[src/design/mips_types_pkg.sv]
`default_nettype none

package mips_types_pkg;

	// data memory geometry, in 32-bit words
	localparam int DMEM_AW = 8;
	localparam int DMEM_DEPTH = 1 << DMEM_AW;

	// data or address word
	typedef logic [31:0] word_t;

	// general register index
	typedef logic [4:0] reg_addr_t;

	// byte strobe, bit k covers bits 8k+7 to 8k
	typedef logic [3:0] byte_en_t;

	// byte offset inside a word
	typedef logic [1:0] byte_off_t;

	// word index into the data memory
	typedef logic [DMEM_AW-1:0] mem_addr_t;

endpackage

`default_nettype wire

[src/design/mem_op_pkg.sv]
`default_nettype none

package mem_op_pkg;

	localparam int MEMOP_W = 10;

	// one-hot memory operation, all zero means no access
	typedef logic [MEMOP_W-1:0] memop_t;

	// full and sub-word loads
	localparam int MEMOP_LB = 0;
	localparam int MEMOP_LBU = 1;
	localparam int MEMOP_LH = 2;
	localparam int MEMOP_LHU = 3;
	localparam int MEMOP_LW = 4;

	// stores
	localparam int MEMOP_SB = 5;
	localparam int MEMOP_SH = 6;
	localparam int MEMOP_SW = 7;

	// unaligned partial loads
	localparam int MEMOP_LWL = 8;
	localparam int MEMOP_LWR = 9;

	// every bit that writes a loaded value back
	localparam memop_t MEMOP_LOAD_MASK = memop_t'(10'b11_0001_1111);

endpackage

`default_nettype wire

[src/design/mem_stage.sv]
`timescale 1ns/1ps
`default_nettype none

module mem_stage import mips_types_pkg::*, mem_op_pkg::*;
(
	input wire logic clk,
	input wire logic rst_n_i,
	input wire logic stall_i,
	input wire logic flush_i,

	// word read from the data memory
	input wire word_t mem_memdata_i,

	input wire memop_t mem_memop_i,
	input wire byte_off_t mem_byte_off_i,
	input wire logic mem_is_load_i,
	input wire reg_addr_t mem_waddr_i,
	input wire word_t mem_wdata_i,
	input wire byte_en_t mem_wren_i,
	input wire word_t mem_pc_i,
	input wire word_t mem_inst_i,

	output reg_addr_t wb_waddr_o,
	output word_t wb_wdata_o,
	output byte_en_t wb_wren_o,
	output word_t wb_pc_o,
	output word_t wb_inst_o
);

	logic [7:0] sel_byte;
	logic [15:0] sel_half;
	word_t lb_res;
	word_t lbu_res;
	word_t lh_res;
	word_t lhu_res;
	word_t lwl_res;
	word_t lwr_res;
	word_t load_res;
	byte_en_t lwl_wren;
	byte_en_t lwr_wren;

	word_t wb_inst_d;
	reg_addr_t wb_waddr_d;
	word_t wb_wdata_d;
	byte_en_t wb_wren_d;

	// per-offset lane pick, merge shifts and partial strobes
	always_comb begin
		case (mem_byte_off_i)
			2'd0: begin
				sel_byte = mem_memdata_i[7:0];
				lwl_res = {mem_memdata_i[7:0], 24'b0};
				lwr_res = mem_memdata_i;
				lwl_wren = 4'b1000;
				lwr_wren = 4'b1111;
			end
			2'd1: begin
				sel_byte = mem_memdata_i[15:8];
				lwl_res = {mem_memdata_i[15:0], 16'b0};
				lwr_res = {8'b0, mem_memdata_i[31:8]};
				lwl_wren = 4'b1100;
				lwr_wren = 4'b0111;
			end
			2'd2: begin
				sel_byte = mem_memdata_i[23:16];
				lwl_res = {mem_memdata_i[23:0], 8'b0};
				lwr_res = {16'b0, mem_memdata_i[31:16]};
				lwl_wren = 4'b1110;
				lwr_wren = 4'b0011;
			end
			default: begin
				sel_byte = mem_memdata_i[31:24];
				lwl_res = mem_memdata_i;
				lwr_res = {24'b0, mem_memdata_i[31:24]};
				lwl_wren = 4'b1111;
				lwr_wren = 4'b0001;
			end
		endcase
	end

	// halfwords are aligned, any nonzero offset means the upper half
	assign sel_half = (mem_byte_off_i == 2'd0) ? mem_memdata_i[15:0] : mem_memdata_i[31:16];

	assign lb_res = {{24{sel_byte[7]}}, sel_byte};
	assign lbu_res = {24'b0, sel_byte};
	assign lh_res = {{16{sel_half[15]}}, sel_half};
	assign lhu_res = {16'b0, sel_half};

	// memop is one-hot, so the masked terms never overlap
	assign load_res = ({32{mem_memop_i[MEMOP_LB]}} & lb_res)
		| ({32{mem_memop_i[MEMOP_LBU]}} & lbu_res)
		| ({32{mem_memop_i[MEMOP_LH]}} & lh_res)
		| ({32{mem_memop_i[MEMOP_LHU]}} & lhu_res)
		| ({32{mem_memop_i[MEMOP_LW]}} & mem_memdata_i)
		| ({32{mem_memop_i[MEMOP_LWL]}} & lwl_res)
		| ({32{mem_memop_i[MEMOP_LWR]}} & lwr_res);

	// flush squashes everything but the pc
	assign wb_inst_d = flush_i ? '0 : mem_inst_i;
	assign wb_waddr_d = flush_i ? '0 : mem_waddr_i;
	assign wb_wdata_d = flush_i ? '0 : (mem_is_load_i ? load_res : mem_wdata_i);
	assign wb_wren_d = flush_i ? '0 :
		mem_memop_i[MEMOP_LWL] ? lwl_wren :
		mem_memop_i[MEMOP_LWR] ? lwr_wren :
		mem_wren_i;

	// MEM/WB register
	always_ff @(posedge clk or negedge rst_n_i) begin
		if (!rst_n_i) begin
			wb_inst_o <= '0;
			wb_waddr_o <= '0;
			wb_wdata_o <= '0;
			wb_wren_o <= '0;
			wb_pc_o <= '0;
		end else if (!stall_i) begin
			wb_inst_o <= wb_inst_d;
			wb_waddr_o <= wb_waddr_d;
			wb_wdata_o <= wb_wdata_d;
			wb_wren_o <= wb_wren_d;
			wb_pc_o <= mem_pc_i;
		end
	end

endmodule

`default_nettype wire

[config.mk]
export PLATFORM = sky130hd
export DESIGN_NAME = mem_stage
export DESIGN_NICKNAME = d
export VERILOG_FILES = /design/src/design/mips_types_pkg.sv /design/src/design/mem_op_pkg.sv /design/src/design/mem_stage.sv
export SDC_FILE = /design/constraint.sdc
export NUM_CORES = 1
export LEC_CHECK = 0
export BUFFER_PORTS_ARGS = -buffer_cell sky130_fd_sc_hd__buf_4
export CAP_MARGIN = 20
export CORE_UTILIZATION = 43
export DETAILED_ROUTE_END_ITERATION = 6
export MAX_ROUTING_LAYER = met4
export PLACE_DENSITY = 0.78
export SYNTH_ARGS = -nofsm -noshare
export SYNTH_HDL_FRONTEND = slang
export SYNTH_SLANG_ARGS = --single-unit
[constraint.sdc]
create_clock -name clk -period 0.9 [get_ports clk]
set_clock_uncertainty 0.15 [all_clocks]
set_input_delay 0.09 -clock clk [delete_from_list [all_inputs] [get_ports clk]]
set_output_delay 0.09 -clock clk [all_outputs]
set_load 0.02 [all_outputs]
==> flow_summary.toml <==
[status]
status = "finished with violations"
violations = "hold timing, setup timing"

[yosys]
yosysWarnings = 0
syn_inst = 563
synth-simple-area-share = 0.149
yosys.cell_types.count = 44
yosys-top-cells-count = "dfrtp_1 (105), o21ai_0 (96), nand2_1 (82), nand2b_1 (38), clkbuf_1 (35)"
synth_compound_area_frac = 0.218
synth.avg_cell_area_um2 = 9.99
netlist_area_um2 = 5630
yosys.area.top_type = "dfrtp_1"
synth_seq_cells = 105
ys_seq_area_frac = 0.467
synth_edf_count = 0
muxShareOfSynthArea = 0.124
yosysMostFrequentCell = "dfrtp_1"
synth_nets = 717
synth_top_family_by_area = "compound AO/OA/AOI/OAI gates"
async_reset_ff_frac = 1.00
synthTopCellsByArea = "dfrtp_1 (47%), o21ai_0 (8.5%), mux2_2 (6.4%)"
synth_top_area_frac = 0.467
ys.flop_type = "dfrtp_1"
synthXorXnorAreaFrac = 0
synthAdderAreaFrac = 0

[cts]
clkSlewWorstSetupHoldPaths_ns = 0.10
htree_levels = 3
cts.sinks = 105
cts_buffers = 9
cts_tree = "built"
clockBufferDepth = 2
clock_latency_ns = 0.37
hold_buffers = 58
cts-root-buf = "clkbuf_16"

[setup_path]
worst_ep_required_time_ns = 0.96
start_kind = "primary input"
path_class = "in -> reg"
end_kind = "register"
path_max_fanout = 5
worstPathArrival_ns = 1.93
reg2reg_slack_ns = -0.27

[route]
routed_wl_mm = 37.6
final_antenna_net_count = 0
drc = 0
drt_iter0_drc = 1082
dr.pass1.iters = 6
avgRoutedWirePerCell_um = 31.3
via_per_inst = 6.62
vias = 7961

[layout]
layout-drive-gt1-share = 0.624
nets = 1174
fin_area_um2 = 11600
n_fill_cell = 413
post-route-util = 0.916
layout.area.seq_um2 = 2670
multi_input_area_um2 = 3670
area_delta_synth_final_pct = 106

[power_and_ir_drop]
ir_worst_vdd_mv = 1.01
p_sw_frac = 0.348
cellPowerDensity_nw_per_um2 = 1410
comb_power_share = 0.386
internal-power_w = 0.0107
p_seq_frac = 0.347
p_leak_nw = 5.30
power_w = 0.0164
clockPowerShare = 0.267
p_switching_w = 0.00570

[global_route]
grt_pass1_wl_mm = 41.0
grt_pass1_vias = 7245
grt_max_degree = 43
antenna_found_initial = 3
grt.total_usage = 0.428
gr-total-overflow = 0

[sta]
setup_violations = 202
hold_violations = 50
worstMarginPinSlew_ns = 0.892
fmax_mhz = 536
fin_ws_ns = -0.964
min_period_over_period = 2.07
hold_ws_ns = -0.207
post-route-min-period_ns = 1.86
rsz0062_at_grt = "yes"
max-slew-margin-rel = 0.399
report.final.slew_viol_count = 0

[placed_design]
dp_hpwl_mm = 16.5
dpl_cell_area_um2 = 8760
gp_congestion = 0.975
io_buffers = 255

[die]
start_util = 0.444
core_region_area_um2 = 12700
ios = 259
die_area_um2 = 13500
die_w_um = 116
row_count = 41
die_h_um = 116

[flow_run]
cap_viol_max_count = 0

[min_path]
worst_hold_path_type = "in -> reg"
-- metrics by stage --
stage / setup TNS [ns] / hold WS, ns / instances / setup WS (ns)
final: -56.75 / -0.207 / 1202 / -0.964
after global routing: -59.58 / -0.215 / 1202 / -0.976
after detailed placement: -41.74 / -0.208 / 1035 / -1.13
after CTS: -43.90 / -0.189 / 1163 / -0.591
after global placement: -39.53 / -0.212 / 1035 / -1.07
after floorplan: -23.82 / -0.356 / 563 / -0.680
-- power groups by stage --
stage	logic [W]	registers [W]	clock network, W
after floorplan	0.00151	0.00605	0
after global placement	0.00403	0.00550	0
after detailed placement	0.00410	0.00553	0
after CTS	0.00522	0.00552	0.00404
after global routing	0.00648	0.00569	0.00451
final	0.00632	0.00568	0.00437
-- worst paths after layout --
| check | to | startpoint | cells past startpoint |
|---|---|---|---|
| max | wb_wdata_o[16]$_DFFE_PN0N_ | mem_byte_off_i[0] | 9 |
| min | wb_pc_o[13]$_DFFE_PN0N_ | mem_pc_i[13] | 2 |
| min reg2reg | wb_wdata_o[27]$_DFFE_PN0N_ | wb_wdata_o[27]$_DFFE_PN0N_ | 2 |
| min in group asynchronous | wb_pc_o[13]$_DFFE_PN0N_ | rst_n_i | 2 |
| max in group asynchronous | wb_pc_o[16]$_DFFE_PN0N_ | rst_n_i | 3 |
| max reg2reg | wb_wdata_o[30]$_DFFE_PN0N_ | wb_wdata_o[30]$_DFFE_PN0N_ | 3 |
-- worst max-delay path: stages --
cell and delay [ns]:
buf_8 0.10, buf_12 0.13, buf_16 0.13, buf_12 0.13
a31oi_4 0.30, nand2b_4 0.19, buf_4 0.18, a2111oi_4 0.48
o21ai_1 0.17
-- per-layer routing --
metal,track usage,share of wire
met4,0.286,0.11
met3,0.106,0.13
met1,0.453,0.31
met2,0.708,0.44
met5,-,0
-- placed cells by master (no fill, tap or decap), drive strengths merged --
master / Yosys / final
buf: 15 / 437
o21ai: 116 / 116
dfrtp: 105 / 105
nand2: 82 / 82
dlygate4sd3: 0 / 56
nand2b: 38 / 38
mux2: 32 / 32
a2111oi: 24 / 24
a221o: 16 / 16
a21oi: 16 / 16
mux2i: 14 / 14
clkbuf: 35 / 12
mux4: 8 / 8
and2: 8 / 8
and4b: 8 / 8
or3b: 7 / 7
o2bb2ai: 7 / 7
diode: 0 / 5
nor2: 4 / 4
o31ai: 4 / 4
clkinv: 1 / 4
a21boi: 3 / 3
nor3b: 2 / 2
and3b: 2 / 2
nor2b: 2 / 2
nand3b: 2 / 2
o41ai: 2 / 2
dlymetal6s4s: 0 / 2
nor3: 2 / 2
o22a: 1 / 2
or2: 1 / 1
a21o: 1 / 1
a31oi: 1 / 1
a22o: 1 / 1
or3: 1 / 1
nand3: 1 / 1
o21a: 1 / 1
bufinv: 0 / 1
-- sequential cells by signal (all words and copies together) (netlist names) --
register	flops
wb_inst_o	32
wb_pc_o	32
wb_waddr_o	5
wb_wdata_o	32
wb_wren_o	4
-- cells by family after synthesis --
logic type,after synthesis
and+or+nand+nor,160
DFF,105
muxes,54
AOI/OAI and AO/OA,193
buffers and inverters,51
-- area by class of cell --
cell class                      count  share of cell area
Antenna cell                        5             0.00108
Clock buffer                       12              0.0212
Clock inverter                      4             0.00453
Inverter                            1            0.000323
Multi-Input combinational cell    408               0.316
Sequential cell                   105               0.230
Tap cell                          172              0.0185
Timing Repair Buffer              495               0.408
-- timing repair --
| action | in CTS | in global routing |
|---|---|---|
| buffers inserted | 51 | 45 |
| hold endpoints to repair | 208 | 52 |
| cloned | 4 | 0 |
| setup endpoints to repair | 172 | 199 |
| gates resized for setup | 185 | 134 |
| pin swaps | 35 | 40 |
No activity file was read; power rests on OpenSTA's default activity.
